### src/logic/fpu_pkg.sv
package fpu_pkg;

  // --------------------------------------------------------------------------
  // rounding modes
  // --------------------------------------------------------------------------

  // codes 5 to 7 are kept in ctrl but round like e_rne
  typedef enum logic [2:0] {
    e_rne = 3'd0,
    e_rna = 3'd1,
    e_rtz = 3'd2,
    e_rup = 3'd3,
    e_rdn = 3'd4
  } fpu_rounding_type_e;

  // --------------------------------------------------------------------------
  // register map, byte addresses
  // --------------------------------------------------------------------------

  typedef enum logic [3:0] {
    e_reg_ctrl    = 4'h0,
    e_reg_operand = 4'h4,
    e_reg_result  = 4'h8,
    e_reg_status  = 4'hC
  } fpu_reg_addr_e;

  // --------------------------------------------------------------------------
  // single precision format
  // --------------------------------------------------------------------------

  localparam int fpu_exp_width_c = 8;
  localparam int fpu_man_width_c = 23;
  localparam int fpu_exp_bias_c  = 127;
  // signed integer operand
  localparam int fpu_int_width_c = 32;

endpackage

### src/logic/fpu_axil_regs.sv
module fpu_axil_regs import fpu_pkg::*; (
  input  logic                        clk_i,
  input  logic                        rst_n_i,
  // write address and data, accepted together
  input  logic [3:0]                  awaddr_i,
  input  logic                        awvalid_i,
  output logic                        awready_o,
  input  logic [31:0]                 wdata_i,
  input  logic                        wvalid_i,
  output logic                        wready_o,
  // write response
  output logic                        bvalid_o,
  output logic [1:0]                  bresp_o,
  input  logic                        bready_i,
  // read address and data
  input  logic [3:0]                  araddr_i,
  input  logic                        arvalid_i,
  output logic                        arready_o,
  output logic                        rvalid_o,
  output logic [31:0]                 rdata_o,
  output logic [1:0]                  rresp_o,
  input  logic                        rready_i,
  // converter side
  output logic                        start_o,
  output logic [fpu_int_width_c-1:0]  operand_o,
  output fpu_rounding_type_e          mode_o,
  input  logic                        conv_valid_i,
  input  logic [31:0]                 conv_result_i,
  input  logic                        conv_inexact_i
);

  localparam logic [1:0] resp_okay_lp   = 2'b00;
  localparam logic [1:0] resp_slverr_lp = 2'b10;

  fpu_rounding_type_e         ctrl_r;
  logic [fpu_int_width_c-1:0] operand_r;
  logic [31:0]                result_r;
  logic                       busy_r;
  logic                       inexact_r;
  logic                       done_r;

  logic                       aw_hs;
  logic                       ar_hs;
  logic                       wr_ok;
  logic                       rd_ok;
  logic [31:0]                rd_data;

  // --------------------------------------------------------------------------
  // handshakes and decode
  // --------------------------------------------------------------------------

  // aw and w together, stalled while a response waits or a conversion runs
  assign aw_hs     = awvalid_i & wvalid_i & ~bvalid_o & ~busy_r;
  assign awready_o = aw_hs;
  assign wready_o  = aw_hs;
  assign ar_hs     = arvalid_i & arready_o;

  assign operand_o = operand_r;
  assign mode_o    = ctrl_r;

  // only ctrl and operand are writable
  always_comb begin
    case (fpu_reg_addr_e'(awaddr_i))
      e_reg_ctrl, e_reg_operand: wr_ok = 1'b1;
      default:                   wr_ok = 1'b0;
    endcase
  end

  // read mux, unknown addresses give zero data
  always_comb begin
    rd_ok   = 1'b1;
    rd_data = '0;
    case (fpu_reg_addr_e'(araddr_i))
      e_reg_ctrl:    rd_data = {29'b0, ctrl_r};
      e_reg_operand: rd_data = operand_r;
      e_reg_result:  rd_data = result_r;
      e_reg_status:  rd_data = {29'b0, done_r, inexact_r, busy_r};
      default:       rd_ok   = 1'b0;
    endcase
  end

  // --------------------------------------------------------------------------
  // registers and channel state
  // --------------------------------------------------------------------------

  always_ff @(posedge clk_i or negedge rst_n_i) begin
    if (!rst_n_i) begin
      ctrl_r    <= e_rne;
      operand_r <= '0;
      result_r  <= '0;
      busy_r    <= 1'b0;
      inexact_r <= 1'b0;
      done_r    <= 1'b0;
      start_o   <= 1'b0;
      bvalid_o  <= 1'b0;
      rvalid_o  <= 1'b0;
      arready_o <= 1'b0;
    end else begin
      // single cycle pulse
      start_o <= 1'b0;

      if (aw_hs) begin
        bvalid_o <= 1'b1;
        if (fpu_reg_addr_e'(awaddr_i) == e_reg_ctrl) begin
          // undefined codes stored as written
          ctrl_r <= fpu_rounding_type_e'(wdata_i[2:0]);
        end
        if (fpu_reg_addr_e'(awaddr_i) == e_reg_operand) begin
          operand_r <= wdata_i;
          start_o   <= 1'b1;
          busy_r    <= 1'b1;
          done_r    <= 1'b0;
        end
      end else if (bvalid_o && bready_i) begin
        bvalid_o <= 1'b0;
      end

      // result comes back 2 cycles after start, never overlaps a write
      if (conv_valid_i) begin
        result_r  <= conv_result_i;
        inexact_r <= conv_inexact_i;
        done_r    <= 1'b1;
        busy_r    <= 1'b0;
      end

      // one read outstanding, arready drops while r is held
      if (ar_hs) begin
        rvalid_o  <= 1'b1;
        arready_o <= 1'b0;
      end else if (!rvalid_o || rready_i) begin
        rvalid_o  <= 1'b0;
        arready_o <= 1'b1;
      end
    end
  end

  // response payload, stable while valid is held
  always_ff @(posedge clk_i) begin
    if (aw_hs) begin
      bresp_o <= wr_ok ? resp_okay_lp : resp_slverr_lp;
    end
    if (ar_hs) begin
      rdata_o <= rd_data;
      rresp_o <= rd_ok ? resp_okay_lp : resp_slverr_lp;
    end
  end

endmodule

### src/logic/fpu_i2f.sv
module fpu_i2f import fpu_pkg::*; #(
  parameter int width_i_p = 32,
  parameter int width_o_p = 24
) (
  input  logic                        clk_i,
  input  logic                        rst_n_i,
  input  logic                        valid_i,
  input  logic [fpu_int_width_c-1:0]  operand_i,
  input  fpu_rounding_type_e          mode_i,
  output logic                        valid_o,
  output logic [31:0]                 result_o,
  output logic                        inexact_o
);

  // stage 1 outputs
  logic                       s1_valid;
  logic                       s1_sign;
  logic                       s1_zero;
  logic [fpu_exp_width_c-1:0] s1_exp;
  logic [width_i_p-1:0]       s1_mantissa;
  fpu_rounding_type_e         s1_mode;

  // rounder outputs
  logic [width_o_p-1:0]       rnd_mantissa;
  logic                       rnd_carry;
  logic                       rnd_inexact;

  logic [fpu_exp_width_c-1:0] exp_d;
  logic [width_o_p-1:0]       sig_d;

  // --------------------------------------------------------------------------
  // stage 1: absolute value and normalize
  // --------------------------------------------------------------------------

  fpu_i2f_normalize u_normalize (
    .clk_i      (clk_i),
    .rst_n_i    (rst_n_i),
    .valid_i    (valid_i),
    .operand_i  (operand_i),
    .mode_i     (mode_i),
    .valid_o    (s1_valid),
    .sign_o     (s1_sign),
    .zero_o     (s1_zero),
    .exp_o      (s1_exp),
    .mantissa_o (s1_mantissa),
    .mode_o     (s1_mode)
  );

  // --------------------------------------------------------------------------
  // stage 2: round and pack
  // --------------------------------------------------------------------------

  fpu_round_n #(
    .width_i_p (width_i_p),
    .width_o_p (width_o_p)
  ) u_round (
    .type_i     (s1_mode),
    .mantissa_i (s1_mantissa),
    .sign_i     (s1_sign),
    .mantissa_o (rnd_mantissa),
    .carry_o    (rnd_carry),
    .inexact_o  (rnd_inexact)
  );

  // all ones rounded up, significand becomes 1.0 and the exponent steps
  assign exp_d = rnd_carry ? (s1_exp + 1'b1) : s1_exp;
  assign sig_d = rnd_carry ? {1'b1, {(width_o_p-1){1'b0}}} : rnd_mantissa;

  always_ff @(posedge clk_i or negedge rst_n_i) begin
    if (!rst_n_i) begin
      valid_o <= 1'b0;
    end else begin
      valid_o <= s1_valid;
    end
  end

  always_ff @(posedge clk_i) begin
    if (s1_valid) begin
      if (s1_zero) begin
        // integer zero is always +0.0 and exact
        result_o  <= '0;
        inexact_o <= 1'b0;
      end else begin
        // hidden bit dropped
        result_o  <= {s1_sign, exp_d, sig_d[fpu_man_width_c-1:0]};
        inexact_o <= rnd_inexact;
      end
    end
  end

endmodule

### src/logic/fpu_i2f_axil_top.sv
module fpu_i2f_axil_top import fpu_pkg::*; (
  input  logic        clk_i,
  input  logic        rst_n_i,
  input  logic [3:0]  awaddr_i,
  input  logic        awvalid_i,
  output logic        awready_o,
  input  logic [31:0] wdata_i,
  input  logic        wvalid_i,
  output logic        wready_o,
  output logic        bvalid_o,
  output logic [1:0]  bresp_o,
  input  logic        bready_i,
  input  logic [3:0]  araddr_i,
  input  logic        arvalid_i,
  output logic        arready_o,
  output logic        rvalid_o,
  output logic [31:0] rdata_o,
  output logic [1:0]  rresp_o,
  input  logic        rready_i
);

  // rounder takes the 32 bit normalized magnitude down to a 24 bit significand
  localparam int width_i_lp = 32;
  localparam int width_o_lp = 24;

  logic               start;
  logic [31:0]        operand;
  fpu_rounding_type_e mode;
  logic               conv_valid;
  logic [31:0]        conv_result;
  logic               conv_inexact;

  fpu_axil_regs uut_regs (
    .clk_i          (clk_i),
    .rst_n_i        (rst_n_i),
    .awaddr_i       (awaddr_i),
    .awvalid_i      (awvalid_i),
    .awready_o      (awready_o),
    .wdata_i        (wdata_i),
    .wvalid_i       (wvalid_i),
    .wready_o       (wready_o),
    .bvalid_o       (bvalid_o),
    .bresp_o        (bresp_o),
    .bready_i       (bready_i),
    .araddr_i       (araddr_i),
    .arvalid_i      (arvalid_i),
    .arready_o      (arready_o),
    .rvalid_o       (rvalid_o),
    .rdata_o        (rdata_o),
    .rresp_o        (rresp_o),
    .rready_i       (rready_i),
    .start_o        (start),
    .operand_o      (operand),
    .mode_o         (mode),
    .conv_valid_i   (conv_valid),
    .conv_result_i  (conv_result),
    .conv_inexact_i (conv_inexact)
  );

  fpu_i2f #(
    .width_i_p (width_i_lp),
    .width_o_p (width_o_lp)
  ) uut_conv (
    .clk_i     (clk_i),
    .rst_n_i   (rst_n_i),
    .valid_i   (start),
    .operand_i (operand),
    .mode_i    (mode),
    .valid_o   (conv_valid),
    .result_o  (conv_result),
    .inexact_o (conv_inexact)
  );

endmodule

### src/logic/fpu_i2f_normalize.sv
module fpu_i2f_normalize import fpu_pkg::*; (
  input  logic                        clk_i,
  input  logic                        rst_n_i,
  input  logic                        valid_i,
  input  logic [fpu_int_width_c-1:0]  operand_i,
  input  fpu_rounding_type_e          mode_i,
  output logic                        valid_o,
  output logic                        sign_o,
  output logic                        zero_o,
  output logic [fpu_exp_width_c-1:0]  exp_o,
  output logic [fpu_int_width_c-1:0]  mantissa_o,
  output fpu_rounding_type_e          mode_o
);

  localparam int lzc_width_lp = $clog2(fpu_int_width_c);
  // exponent when the leading one is already at the top bit
  localparam logic [fpu_exp_width_c-1:0] exp_top_lp =
    fpu_exp_width_c'(fpu_exp_bias_c + fpu_int_width_c - 1);

  logic [fpu_int_width_c-1:0] mag;
  logic [lzc_width_lp-1:0]    lzc;

  // --------------------------------------------------------------------------
  // magnitude and leading zero count
  // --------------------------------------------------------------------------

  // two's complement negate, the most negative value comes out as 2^31 unsigned
  assign mag = operand_i[fpu_int_width_c-1] ? (~operand_i + 1'b1) : operand_i;

  // priority count, the highest set bit is visited last and wins
  always_comb begin
    lzc = '0;
    for (int i = 0; i < fpu_int_width_c; i++) begin
      if (mag[i]) begin
        lzc = lzc_width_lp'(fpu_int_width_c - 1 - i);
      end
    end
  end

  // --------------------------------------------------------------------------
  // stage register
  // --------------------------------------------------------------------------

  always_ff @(posedge clk_i or negedge rst_n_i) begin
    if (!rst_n_i) begin
      valid_o <= 1'b0;
    end else begin
      valid_o <= valid_i;
    end
  end

  // payload only moves when a conversion enters
  always_ff @(posedge clk_i) begin
    if (valid_i) begin
      sign_o     <= operand_i[fpu_int_width_c-1];
      zero_o     <= (operand_i == '0);
      // leading one lands on the top bit
      mantissa_o <= mag << lzc;
      exp_o      <= exp_top_lp - fpu_exp_width_c'(lzc);
      mode_o     <= mode_i;
    end
  end

endmodule

### src/logic/fpu_round_n.sv
module fpu_round_n import fpu_pkg::*; #(
  parameter int width_i_p = 32,
  parameter int width_o_p = 24
) (
  input  fpu_rounding_type_e     type_i,
  input  logic [width_i_p-1:0]   mantissa_i,
  input  logic                   sign_i,
  output logic [width_o_p-1:0]   mantissa_o,
  output logic                   carry_o,
  output logic                   inexact_o
);

  // number of bits dropped by the rounding
  localparam int diff_lp = width_i_p - width_o_p;

  logic [width_o_p-1:0] kept;
  logic                 guard;
  logic                 sticky;
  logic                 round_up;

  // kept field, then the first dropped bit
  assign kept  = mantissa_i[width_i_p-1:diff_lp];
  assign guard = mantissa_i[diff_lp-1];

  // or of everything below the guard bit
  if (diff_lp > 1) begin : g_sticky
    assign sticky = |mantissa_i[diff_lp-2:0];
  end else begin : g_no_sticky
    assign sticky = 1'b0;
  end

  assign inexact_o = guard | sticky;

  // increment decision on the magnitude, sign only matters for the directed modes
  always_comb begin
    case (type_i)
      e_rna:   round_up = guard;
      e_rtz:   round_up = 1'b0;
      e_rup:   round_up = inexact_o & ~sign_i;
      e_rdn:   round_up = inexact_o & sign_i;
      // e_rne and the undefined codes
      default: round_up = guard & (sticky | kept[0]);
    endcase
  end

  // one extra bit catches overflow of the kept field
  assign {carry_o, mantissa_o} = {1'b0, kept} + (width_o_p+1)'(round_up);

endmodule

### config.mk
export PLATFORM = sky130hd
export DESIGN_NAME = fpu_i2f_axil_top
export DESIGN_NICKNAME = d
export VERILOG_FILES = /design/src/logic/fpu_pkg.sv /design/src/logic/fpu_axil_regs.sv /design/src/logic/fpu_i2f.sv /design/src/logic/fpu_i2f_axil_top.sv /design/src/logic/fpu_i2f_normalize.sv /design/src/logic/fpu_round_n.sv
export SDC_FILE = /design/constraint.sdc
export NUM_CORES = 1
export LEC_CHECK = 0
export BUFFER_PORTS_ARGS = -buffer_cell sky130_fd_sc_hd__buf_4
export CORE_MARGIN = 1.5
export CORE_UTILIZATION = 40
export CTS_BUF_LIST = sky130_fd_sc_hd__clkbuf_4
export CTS_CLUSTER_DIAMETER = 150
export DETAILED_ROUTE_END_ITERATION = 8
export MAX_ROUTING_LAYER = met4
export PLACE_DENSITY = 0.67
export SLEW_MARGIN = 20
export SYNTH_ARGS = -nofsm -noshare
export SYNTH_HDL_FRONTEND = slang
export SYNTH_HIERARCHICAL = 1
export SYNTH_SLANG_ARGS = --single-unit
### constraint.sdc
create_clock -name clk_i -period 4.3 [get_ports clk_i]
set_input_delay 0.215 -clock clk_i [delete_from_list [all_inputs] [get_ports clk_i]]
set_output_delay 0.215 -clock clk_i [all_outputs]
set_load 0.1 [all_outputs]
# Word level (Yosys, flattened, before mapping)
# Cells that the tools add are included.
# Widths: inputs -> output; s select.
dict set report classes {
  n_addsub 4
  n_eq_ne 8
  shifts 1
  muxes 54
  bitwise 13
  n_reduce_logical 17
}
# op n
set ops {}
lappend ops {{$mux 5} 32}
lappend ops {{$pmux 32 s4} 1}
lappend ops {{$add 32x1->32 const B} 1}
lappend ops {{$logic_not 32->1} 1}
lappend ops {{$mux 32} 1}
lappend ops {{$not 32->32} 1}
lappend ops {{$shl 32x5->32} 1}
lappend ops {{$add 24x1->25} 1}
lappend ops {{$mux 1} 16}
lappend ops {{$add 8x1->8 const B} 1}
lappend ops {{$eq 4x3->1 const B} 2}
lappend ops {{$eq 4x4->1 const B} 2}
lappend ops {{$logic_not 4->1} 2}
lappend ops {{$mux 8} 1}
lappend ops {{$reduce_bool 2->1} 4}
lappend ops {{$sub 8x5->8 const A} 1}
lappend ops {{$and 1x1->1} 7}
lappend ops {{$reduce_or 7->1} 1}
lappend ops {{$eq 3x2->1 const B} 2}
lappend ops {{$reduce_and 2->1} 3}
lappend ops {{$mux 2} 2}
lappend ops {{$pmux 1 s4} 1}
lappend ops {{$reduce_or 2->1} 2}
lappend ops {{$reduce_or 4->1} 1}
lappend ops {{7 further kinds} 10}
dict set report totals {
  register_bits 190
  input_bits 47
  out_inout_bits 41
  wordCells 120
}

# Depth between registers and ports, before layout
# Gate-level depths: netlist of run 1.
dict set report logic_depth {
  ltp_word 36
  depth_mapped 19
  mapped_depth_nobuf 16
}

# Modules after synthesis
# Netlist of run 1, hierarchy kept.
# mod n_inst cells_per_inst area_per_inst_um2 seq_area_each_um2
set by_module_without_submodules {}
lappend by_module_without_submodules {fpu_i2f_normalize 1 608 5305.1 1376.3}
lappend by_module_without_submodules {fpu_axil_regs 1 249 4370.4 2872.8}
lappend by_module_without_submodules {fpu_i2f 1 91 1362.6 1016.0}
lappend by_module_without_submodules {fpu_round_n 1 83 621.8 0.0}

# Worst setup path before layout of run 1
# OpenSTA, ideal clock, no wires.
dict set report synth_timing {
  kind {flip-flop to flip-flop}
  startpoint {register uut_regs.operand_r[0] (netlist: uut_regs/operand_o[0])}
  endpoint {register uut_conv.u_normalize.mantissa_o[14], data pin}
  setup_time_ps 272
  t_arrival_ps 3733
  required_ps 4028
  setup_slack_ps 295
  path_stages_with_launch 15
  n_path_buf 1
  period_less_slack_ps 4005
  cell_sequence {dfrtp_1 > clkbuf_1 > inv_1 > ha_1 > or3b_2 > o41ai_2 > nand2_1 > or4_1 > nor3_4 > o31a_4 > mux2_1 > mux2_2 > mux2_2 > o21ai_1 > a21oi_1}
}
dict set report synth_between {
  elab_chain_len 36
}
# item line
set synth_lines {}
lappend synth_lines {{start, declared} fpu_axil_regs.sv:36} ;# logic [fpu_int_width_c-1:0] operand_r;
lappend synth_lines {{start signal, assigned} fpu_axil_regs.sv:109} ;# operand_r <= wdata_i;
lappend synth_lines {{$not 32->32} fpu_i2f_normalize.sv:28} ;# assign mag = operand_i[fpu_int_width_c-1] ? (~operand_i + 1'b1) : operand_i;
lappend synth_lines {{$add 32x1->32} fpu_i2f_normalize.sv:28}
lappend synth_lines {{$mux 32 (*)} fpu_i2f_normalize.sv:28}
lappend synth_lines {{$mux 5 (32 in series)} fpu_i2f_normalize.sv:34} ;# if (mag[i]) begin
lappend synth_lines {{$shl 32x5->32 (*)} fpu_i2f_normalize.sv:58} ;# mantissa_o <= mag << lzc;
lappend synth_lines {{end signal, assigned} fpu_i2f_normalize.sv:58}
lappend synth_lines {{end, declared} fpu_i2f_normalize.sv:11} ;# output logic [fpu_int_width_c-1:0] mantissa_o,
# Every way passes the cells marked *; elsewhere a longest branch is shown, timed or not.
# A chain may end at the register's enable or synchronous reset.

# Worst setup path in the final report of run 1
dict set report layout_timing {
  startpoint {register uut_regs.operand_r[5] (netlist: uut_regs/operand_o[5])}
  endpoint {register uut_conv.u_normalize.mantissa_o[28], data pin}
}
dict set report layout_between {
  elab_chain_len 31
}
# item line
set layout_lines {}
lappend layout_lines {{$not 32->32} fpu_i2f_normalize.sv:28}
lappend layout_lines {{$add 32x1->32} fpu_i2f_normalize.sv:28}
lappend layout_lines {{$mux 32 (*)} fpu_i2f_normalize.sv:28}
lappend layout_lines {{$mux 5 (27 in series)} fpu_i2f_normalize.sv:34}
lappend layout_lines {{$shl 32x5->32 (*)} fpu_i2f_normalize.sv:58}
# Marked as above.

==> results by group, run 1 <==
Clock network
  – Count of H-tree levels built during CTS: 4
  – CTS clk-pin slew, worst paths: 0.15 ns
  – CTS buffer count: 17
  – Clk_lat worst skew: 0.62 ns
  – TritonCTS clock tree: done
  – Clock tree sinks: around 190
  – Maximum buffer depth of the clock tree: 2
  – CTS Root Cell: sky130_fd_sc_hd__clkbuf_4

STA
  – Actual transition at the worst max-transition pin: 0.922 ns
  – Setup repair after global routing missed its margin: true
  – Worst clock skew: 0.0293 ns
  – # setup viols final: 0
  – Tcrit/Tclk final: a little over nine tenths
  – Minimum clock period: 4.24 ns
  – Worst relative slew slack: 38.5%
  – Final Hold Slack: around 0.051 ns
  – Final slew viol count: 0
  – Number of failing hold endpoints at the final stage: 0
  – Timing-limited maximum frequency: 0.236 GHz

Place
  – Placer Congestion: 0.932
  – HPWL after DPL: around 24000 um
  – IO buf count: 85
  – Post-Place Cells: 1522

Finish
  – Count of non-filler cells in the finished layout: 1608
  – Multi-input gate area in the final layout: 6110 sq um
  – Number of nets in the layout: 1263
  – Fraction of final layout cells sized beyond drive strength 1: 33.3%
  – Commonest cells after routing, fill and taps aside: sky130_fd_sc_hd__buf_4, sky130_fd_sc_hd__edfxtp_1, sky130_fd_sc_hd__dfrtp_1, sky130_fd_sc_hd__mux2_2, sky130_fd_sc_hd__nor2_1
  – Finished Core Util: 49.4%
  – Register area: ~5300 sq um
  – Number of fillers in the final layout: 2579
  – Area growth from synthesis to final layout: 21.8%
  – Most frequent standard cell in the layout excluding fill and tap cells: sky130_fd_sc_hd__buf_4

Setup path
  – Kind of end point of the critical path: register
  – Data arrival time of the critical path: 4.61 ns
  – Slack of the worst reg-to-reg path: ~0.058 ns
  – Required @ worst endpoint: 4.66 ns
  – Start-to-end type of the worst setup path: register to register
  – Number of cells on the worst reg-to-reg path: 14
  – Highest-delay cell along the critical path: sky130_fd_sc_hd__or4_4
  – Critical R2R Capture: uut_conv/u_normalize/mantissa_o[28]
  – Critical Path Fanout Max: 9
  – Setup crit start kind: register
  – CP Cell Sequence: or4_4 -> buf_12 -> nor4_4 -> nand3_2 -> o41ai_2 -> o32ai_2 -> nor3_4 -> o31a_4 -> buf_12 -> mux2_2 -> mux2_4 -> mux2_4 -> o32ai_1 -> nor2_1
  – Beginning of the worst register-to-register path: uut_regs/operand_o[5]
  – Slowest stage delay, CP: 0.56 ns

Synth
  – Number of standard cells after synthesis: 1029
  – Mapped Area: 11600 sq um
  – Yosys Warn Count: 6
  – Syn Area/Cell: approximately 11 sq um

Floorplan
  – Core area: 28700 sq um
  – Number of cell rows: 62
  – DIE HEIGHT: approximately 170 um
  – Starting density of the core: 40.6%
  – Die Span X: 174 um
  – Total Die Area: about 30000 sq um
  – Top-level I/O count: 88

Min path
  – Worst hold path type: input port to async pin

Drt
  – First-pass DRT Iterations: 5
  – Aggregate routed wire length: 33000 um
  – Via density per instance: ~5.7
  – Total number of vias: 9198
  – ANT nets after route: 0
  – Drt first-iter violations: slightly below 900
  – Number of remaining DRC errors: 0
  – Post-detailed-route wirelength per cell: 20.5 um

Power
  – Sum of internal, switching and leakage power: 4.22 mW
  – Leakage power of the design: 5.99 nW
  – Power density over the cells: 298 nW/um^2
  – Largest voltage drop on the vdd net: 0.154 mV

Outcome
  – Outcome: finished clean

Global route
  – Wire length of the first global-routing pass: 51000 um
  – Number of global-route vias before repair: 8706
  – Maximum number of pins on one net before global-route repair: between 70 and 80
  – Total global-route track usage: approximately 22%
  – Total congestion overflow after global routing: 0
  – Antenna violations before repair: 1

Flow run
  – Number of max-cap violations: 0
==> report_power, final <==
part | switching (mW) | internal [mW]
clock | 0.621 | 0.322
sequential | 0.0178 | 1.96
combinational | 0.787 | 0.511
total | 1.43 | 2.80
==> flip-flops by register name, summed over array words and instances, names as in the netlist, 3 cells and up <==
register and count:
uut_conv/u_normalize/exp_o 8, uut_conv/u_normalize/mode_o 3, uut_regs/mode_o 3, uut_conv/result_o 32, uut_regs/result_r 32, uut_conv/u_normalize/mantissa_o 32, uut_regs/operand_o 32, uut_regs/rdata_o 32
==> how the worst max path moves through the flow <==
stage                                      from                                   to  slack [ns]  depth (start not counted)
after floorplan           uut_regs/operand_o[0]  uut_conv/u_normalize/mantissa_o[14]        0.30                         14
after global placement    uut_regs/operand_o[6]  uut_conv/u_normalize/mantissa_o[16]       -0.06                         12
after detailed placement  uut_regs/operand_o[6]  uut_conv/u_normalize/mantissa_o[16]       0.007                         12
after CTS                 uut_regs/operand_o[5]  uut_conv/u_normalize/mantissa_o[26]        0.02                         15
after global routing      uut_regs/operand_o[5]  uut_conv/u_normalize/mantissa_o[29]        -0.1                         14
final                     uut_regs/operand_o[5]  uut_conv/u_normalize/mantissa_o[28]        0.06                         14
==> worst max-delay path: cells and delay by family, from the launching register on <==
family	cells	cell delay, ns
AND/OR/NAND/NOR	5	1.48
multiplexers	3	0.92
AO/OA/AOI/OAI	4	0.87
flip-flops	1	0.45
buffers and inverters	2	0.28
==> metal layers <==
metal	vias to the layer above	track usage [%]	part of all wire, %
met5	-	-	0
met4	0	7.08	2.7
met3	61	2.81	5.5
met2	344	34.4	46
met1	4546	31.0	45
li1	4247	-	-
==> metrics by stage <==
stage	TNS, ns	instance area, sq um	setup WS [ns]
floorplan	0	11600	0.295
global placement	-0.0769	13100	-0.0560
detailed placement	0	13100	0.00669
CTS	0	13800	0.0154
global route	-0.468	14200	-0.0984
finish	0	14200	0.0576
==> repair_timing <==
item,CTS,global route
hold endpoints to repair,115,0
pin swaps,0,11
gates cloned,0,2
hold buffers,39,0
setup endpoints to repair,2,26
buffers inserted,0,11
resized for setup,2,50
==> layout make-up <==
cell class,count,area share (%)
Antenna cell,1,0.0176
Tap cell,384,3.39
Sequential cell,188,37.1
Clock inverter,11,0.820
Inverter,22,0.600
Multi-Input combinational cell,747,43.0
Timing Repair Buffer,234,13.9
Clock buffer,21,1.11
Power figures use the tool's default switching activity.
==> run 2, diff against run 1 <==
- HOLD_SLACK_MARGIN: unset -> 0.06
==> results by group, run 2 (synthesis results as in run 1) <==
Setup path
  – Data arrival time of the critical path: 4.63 ns (+0.02 ns)
  – Required @ worst endpoint: 4.66 ns (about the same)
  – Start-to-end type of the worst setup path: register to register
  – Critical Path Fanout Max: 9 (unchanged)
  – Kind of end point of the critical path: register
  – Setup crit start kind: register

Power
  – Leakage power of the design: 5.99 nW (about the same)
  – Cell internal power dissipation: 2.79 mW (about the same)
  – Power density over the cells: 297 nW/um^2 (about the same)
  – Combinational fraction of design power: 30.7% (about the same)
  – Share of total power in the clock network: 22.4% (about the same)
  – Largest voltage drop on the vdd net: 0.155 mV (+0.98%)
  – Sequential share of power: 47.0% (about the same)
  – Switch share: 33.8% (about the same)
  – Switching component of the power: 1.42 mW (about the same)

Clock network
  – CTS Root Cell: sky130_fd_sc_hd__clkbuf_4
  – Clk_lat worst skew: 0.62 ns (about the same)
  – CTS clk-pin slew, worst paths: 0.14 ns (about the same)
  – TritonCTS clock tree: done
  – Count of H-tree levels built during CTS: 4 (unchanged)
  – CTS buffer count: 17 (unchanged)
  – Maximum buffer depth of the clock tree: 2 (unchanged)
  – Clock tree sinks: 188 (unchanged)

STA
  – Number of failing hold endpoints at the final stage: 0 (unchanged)
  – Worst relative slew slack: 39.2% (+0.62 points)
  – Minimum clock period: 4.27 ns (+0.0248 ns)
  – Setup repair after global routing missed its margin: true
  – Timing-limited maximum frequency: 0.234 GHz (-0.58%)
  – Tcrit/Tclk final: 99.2% (+0.58 points)
  – Actual transition at the worst max-transition pin: 0.913 ns (-0.00927 ns)
  – Final slew viol count: 0 (unchanged)
  – # setup viols final: 0 (unchanged)
  – Worst clock skew: 0.0303 ns (+0.00100 ns)
  – Setup_tns: 0 ns (unchanged)

Drt
  – Number of remaining DRC errors: 0 (unchanged)
  – Aggregate routed wire length: 33000 um (-0.16%)
  – Drt first-iter violations: 786 (-12%)
  – Total number of vias: 9145 (-0.58%)
  – Via density per instance: 5.68 (-0.64%)
  – Post-detailed-route wirelength per cell: 20.5 um (-0.22%)
  – First-pass DRT Iterations: 7 (+2)
  – ANT nets after route: 0 (unchanged)

Global route
  – Total global-route track usage: 22.5% (about the same)
  – Number of global-route vias before repair: 8699 (-0.080%)
  – Antenna violations before repair: 1 (unchanged)
  – Wire length of the first global-routing pass: 51000 um (about the same)
  – Total congestion overflow after global routing: 0 (unchanged)
  – Maximum number of pins on one net before global-route repair: 77 (unchanged)

Floorplan
  – Total Die Area: 30100 sq um (unchanged)
  – Number of cell rows: 62 (unchanged)
  – Core area: 28700 sq um (unchanged)
  – DIE HEIGHT: 174 um (unchanged)
  – Top-level I/O count: 88 (unchanged)
  – Die Span X: 174 um (unchanged)
  – Starting density of the core: 40.6% (unchanged)

Place
  – HPWL after DPL: 23900 um (unchanged)
  – Instance area after placement: 13100 sq um (unchanged)
  – Placer Congestion: 0.932 (unchanged)
  – IO buf count: 85 (unchanged)

Finish
  – Commonest cells after routing, fill and taps aside: sky130_fd_sc_hd__buf_4, sky130_fd_sc_hd__edfxtp_1, sky130_fd_sc_hd__dfrtp_1, sky130_fd_sc_hd__mux2_2, sky130_fd_sc_hd__nor2_1
  – Area growth from synthesis to final layout: 21.8% (about the same)
  – Number of nets in the layout: 1264 (+0.079%)
  – Cell area after layout: 14200 sq um (about the same)
  – Number of fillers in the final layout: 2579 (unchanged)
  – Most frequent standard cell in the layout excluding fill and tap cells: sky130_fd_sc_hd__buf_4
  – Fraction of final layout cells sized beyond drive strength 1: 33.2% (-0.11 points)
  – Finished Core Util: 49.4% (about the same)

Min path
  – Worst hold path type: input port to register

Flow run
  – Number of max-cap violations: 0 (unchanged)

Outcome
  – Outcome: finished clean
run 2: changes by cell type in the layout (fill, tap and decap cells not counted):
cell	change
sky130_fd_sc_hd__dlygate4sd3_1	+2
sky130_fd_sc_hd__buf_16	-1
sky130_fd_sc_hd__buf_4	-1
sky130_fd_sc_hd__buf_6	+1
run 2: through the flow:
step	power, mW	hold WS, ns	std cells	setup WS (ns)
2_1_floorplan	2.81	-0.0806	1030	0.295
3_3_place_gp	3.18	0.398	1522	-0.0560
3_5_place_dp	3.17	0.407	1522	0.00669
4_1_cts	4.14	0.0746	1595	0.0154
5_1_grt	4.38	0.0906	1609	-0.0984
6_report	4.22	0.134	1609	0.0328
run 2: power by group through the flow:
stage | clock (mW) | sequential [mW] | combinational (mW)
finish | 0.944 | 1.98 | 1.29
global route | 1.03 | 1.99 | 1.37
detailed placement | 0 | 2.02 | 1.15
global placement | 0 | 2.02 | 1.16
floorplan | 0 | 2.18 | 0.632
CTS | 0.973 | 1.98 | 1.19
run 2: area by class of cell:
| cell class | count | area (sq um) | area share, % |
|---|---|---|---|
| Clock buffer | 21 | 158 | 1.11 |
| Inverter | 22 | 85.1 | 0.600 |
| Clock inverter | 11 | 116 | 0.820 |
| Tap cell | 384 | 480 | 3.39 |
| Multi-Input combinational cell | 747 | 6110 | 43.1 |
| Sequential cell | 188 | 5270 | 37.2 |
| Timing Repair Buffer | 235 | 1960 | 13.8 |
| Antenna cell | 1 | 2.50 | 0.0176 |
run 2: final timing paths:
path                                                        to             startpoint  slack, ns  cells after the start
hold reg to reg                          uut_regs/result_r[27]  uut_conv/result_o[27]       0.49                      1
hold / removal                              uut_regs/mode_o[1]               wvalid_i       0.13                      4
setup reg to reg           uut_conv/u_normalize/mantissa_o[28]  uut_regs/operand_o[5]       0.03                     14
min in group asynchronous                   uut_regs/arready_o                rst_n_i       0.18                      2
max in group asynchronous         uut_conv/u_normalize/valid_o                rst_n_i       3.60                      2
setup / recovery           uut_conv/u_normalize/mantissa_o[28]  uut_regs/operand_o[5]       0.03                     14
run 2: per-layer routing:
layer / up-vias / wire (um) / global-route usage (%)
met4: 0 / 791 / 7.08
met1: 4504 / 15200 / 31.2
met3: 55 / 1710 / 2.81
met2: 336 / 15300 / 34.3
met5: - / 0 / -
li1: 4250 / - / -
run 2: critical path, stage by stage (launching register included):
cell                      delay [ns]
sky130_fd_sc_hd__dfrtp_1        0.45
sky130_fd_sc_hd__or4_4          0.56
sky130_fd_sc_hd__buf_12         0.16
sky130_fd_sc_hd__nor4_4         0.35
sky130_fd_sc_hd__nand3_2        0.22
sky130_fd_sc_hd__o41ai_2        0.32
sky130_fd_sc_hd__o32ai_2        0.20
sky130_fd_sc_hd__nor3_4         0.28
sky130_fd_sc_hd__o31a_4         0.24
sky130_fd_sc_hd__buf_12         0.12
sky130_fd_sc_hd__mux2_2         0.33
sky130_fd_sc_hd__mux2_4         0.29
sky130_fd_sc_hd__mux2_4         0.30
sky130_fd_sc_hd__o32ai_1        0.11
sky130_fd_sc_hd__nor2_1         0.08
run 2: timing repair:
action,4_1_cts,5_1_grt
hold endpoints to repair,116,0
hold buffers,41,0
buffers inserted,0,11
cloned,0,2
gates resized for setup,2,50
pin swaps,0,11
endpoints found under the setup margin,2,26
==> run 3, diff against run 2 <==
- CORE_MARGIN: 1.5 -> 5
==> results by group, run 3 (synthesis results as in run 1) <==
Outcome
  – Outcome: finished clean

Setup path
  – Critical Path Fanout Max: 13 (+4)
  – Critical path origin: uut_regs/operand_o[6]
  – Cell repeated most along the worst path: sky130_fd_sc_hd__buf_4
  – Data arrival time of the critical path: 4.64 ns (about the same)
  – Highest-delay cell along the critical path: sky130_fd_sc_hd__dfrtp_1
  – Required @ worst endpoint: 4.77 ns (+0.11 ns)
  – Cell class contributing the biggest share of worst-path delay: compound AO/OA/AOI/OAI gates
  – Slowest stage delay, CP: 0.44 ns (-0.12 ns)
  – Bufs and invs on worst path: 5 (+3)
  – CP Cell Sequence: buf_12 -> nor4_4 -> buf_4 -> nand4_1 -> buf_4 -> o311a_1 -> a311o_1 -> o31ai_1 -> a21boi_2 -> o21a_2 -> nand2_4 -> buf_4 -> mux2i_1 -> buf_4 -> o22ai_1 -> mux2i_1 -> a211oi_2
  – Beginning of the worst register-to-register path: uut_regs/operand_o[6]
  – Slack of the worst reg-to-reg path: 0.13 ns (+0.10 ns)
  – Start-to-end type of the worst setup path: register to register
  – Kind of end point of the critical path: register
  – Setup crit start kind: register

Drt
  – Drt first-iter violations: 831 (+5.7%)
  – Number of remaining DRC errors: 0 (unchanged)
  – Via density per instance: 5.65 (-0.68%)
  – Aggregate routed wire length: 33400 um (+1.1%)
  – Post-detailed-route wirelength per cell: 20.6 um (+0.26%)
  – ANT nets after route: 0 (unchanged)
  – Total number of vias: 9162 (+0.19%)
  – First-pass DRT Iterations: 6 (-1)

Power
  – Cell internal power dissipation: 2.86 mW (+2.3%)
  – Sequential share of power: 45.6% (-1.4 points)
  – Share of total power in the clock network: 24.7% (+2.3 points)
  – Power density over the cells: 304 nW/um^2 (+2.3%)
  – Switch share: 34.2% (+0.45 points)
  – Leakage power of the design: 6.03 nW (+0.74%)
  – Largest voltage drop on the vdd net: 0.144 mV (-7.2%)
  – Combinational fraction of design power: 29.7% (-1.0 points)
  – Switching component of the power: 1.49 mW (+4.3%)
  – Sum of internal, switching and leakage power: 4.34 mW (+3.0%)

STA
  – Actual transition at the worst max-transition pin: 0.897 ns (-0.0159 ns)
  – # setup viols final: 0 (unchanged)
  – Setup repair after global routing missed its margin: true
  – Timing-limited maximum frequency: 0.240 GHz (+2.4%)
  – Tcrit/Tclk final: 96.9% (-2.3 points)
  – Worst clock skew: 0.0302 ns (-0.0000979 ns)
  – Setup_tns: 0 ns (unchanged)
  – Final slew viol count: 0 (unchanged)
  – Final Hold Slack: 0.131 ns (-0.00346 ns)
  – Number of failing hold endpoints at the final stage: 0 (unchanged)
  – Minimum clock period: 4.17 ns (-0.0998 ns)
  – Crit path setup slack, layout: 0.133 ns (+0.0998 ns)
  – Worst relative slew slack: 40.2% (+1.1 points)

Finish
  – Register area: 5270 sq um (unchanged)
  – Number of fillers in the final layout: 2563 (-0.62%)
  – Commonest cells after routing, fill and taps aside: sky130_fd_sc_hd__buf_4, sky130_fd_sc_hd__edfxtp_1, sky130_fd_sc_hd__dfrtp_1, sky130_fd_sc_hd__mux2_2, sky130_fd_sc_hd__nor2_1
  – Fraction of final layout cells sized beyond drive strength 1: 33.2% (about the same)
  – Most frequent standard cell in the layout excluding fill and tap cells: sky130_fd_sc_hd__buf_4
  – Cell area after layout: 14300 sq um (+0.63%)
  – Multi-input gate area in the final layout: 6030 sq um (-1.2%)
  – Area growth from synthesis to final layout: 22.5%
  – Number of nets in the layout: 1278 (+1.1%)

Clock network
  – Clock tree sinks: 188 (unchanged)
  – CTS Root Cell: sky130_fd_sc_hd__clkbuf_4
  – CTS clk-pin slew, worst paths: 0.17 ns (+0.03 ns)
  – TritonCTS clock tree: done
  – Count of H-tree levels built during CTS: 4 (unchanged)
  – CTS buffer count: 17 (unchanged)
  – Clk_lat worst skew: 0.63 ns (about the same)
  – Maximum buffer depth of the clock tree: 2 (unchanged)

Min path
  – Worst hold path type: input port to register
  – Worst Min Path Start: araddr_i[0]

Global route
  – Global routing met1 resource utilization: 27.9% (-3.3 points)
  – Wire length of the first global-routing pass: 51800 um (+1.4%)
  – Met2 global-route usage: 32.2% (-2.1 points)
  – Number of global-route vias before repair: 8950 (+2.9%)
  – Busiest layer in global routing: met2
  – GR Util met3: 3.33% (+0.52 points)
  – Total congestion overflow after global routing: 0 (unchanged)
  – Total global-route track usage: 20.5% (-1.9 points)
  – Maximum number of pins on one net before global-route repair: 77 (unchanged)
  – Antenna violations before repair: 1 (unchanged)

Floorplan
  – Number of cell rows: 62 (unchanged)
  – Top-level I/O count: 88 (unchanged)
  – Die Span X: 181 um (+4.0%)
  – Total Die Area: 32600 sq um (+8.2%)
  – Core area: 28700 sq um (unchanged)
  – Starting density of the core: 40.6% (unchanged)
  – DIE HEIGHT: 181 um (+4.0%)

Flow run
  – Number of max-cap violations: 0 (unchanged)

Place
  – Instance area after placement: 13300 sq um (+0.95%)
  – HPWL after DPL: 24500 um (+2.5%)
  – Worst slack at placement: -0.0177 ns (-0.0244 ns)
  – IO buf count: 85 (unchanged)
  – Placer Congestion: 0.932 (unchanged)
==> run 3: cell types whose count changed in the layout (fill, tap and decap cells not counted), sizes merged <==
cell and delta:
buf +13, dlygate4sd3 +2, bufinv +1, clkinvlp -1, clkbuf -5, clkinv -1, inv +5
==> run 3: layout make-up <==
cell class	count	area share [%]
multi-input cells	747	42.3
well taps	384	3.37
clock inverters	15	1.40
repair buffers	249	14.5
inverters	22	0.596
flip-flops and latches	188	36.9
diodes	1	0.0175
clock buffers	17	0.894
==> run 3: timing repair <==
action | in CTS | in global routing
buffers inserted | 0 | 12
endpoints found under the setup margin | 2 | 26
pin swaps | 0 | 9
hold endpoints to repair | 116 | 0
gates resized for setup | 3 | 30
hold buffers | 43 | 0
==> run 3: per-stage QoR <==
stage | utilization (%) | instances
finish | 49.7 | 1623
global route | 49.7 | 1623
CTS | 48.9 | 1610
detailed placement | 46.2 | 1535
global placement | 46.1 | 1533
floorplan | - | 1030
==> run 3: power groups by stage <==
stage                     logic [mW]  clock network (mW)  registers, mW
after floorplan                0.632                   0           2.18
after global placement          1.18                   0           2.02
after detailed placement        1.18                   0           2.02
after CTS                       1.22                1.11           1.98
after global routing            1.37                1.19           1.99
final                           1.29                1.07           1.98
==> run 3: worst paths after layout <==
path	endpoint	cells after the start
max	uut_conv/u_normalize/mantissa_o[27]	17
min	uut_regs/rresp_o[1]	2
max reg2reg	uut_conv/u_normalize/mantissa_o[27]	17
min reg2reg	uut_regs/result_r[0]	1
max in group asynchronous	uut_conv/u_normalize/valid_o	2
min in group asynchronous	uut_regs/arready_o	2
==> run 3: metal layers <==
layer	part of all wire (%)	wire length (um)
met5	0	0
met2	48	15900
met3	6.1	2020
met1	44	14700
met4	2.1	688
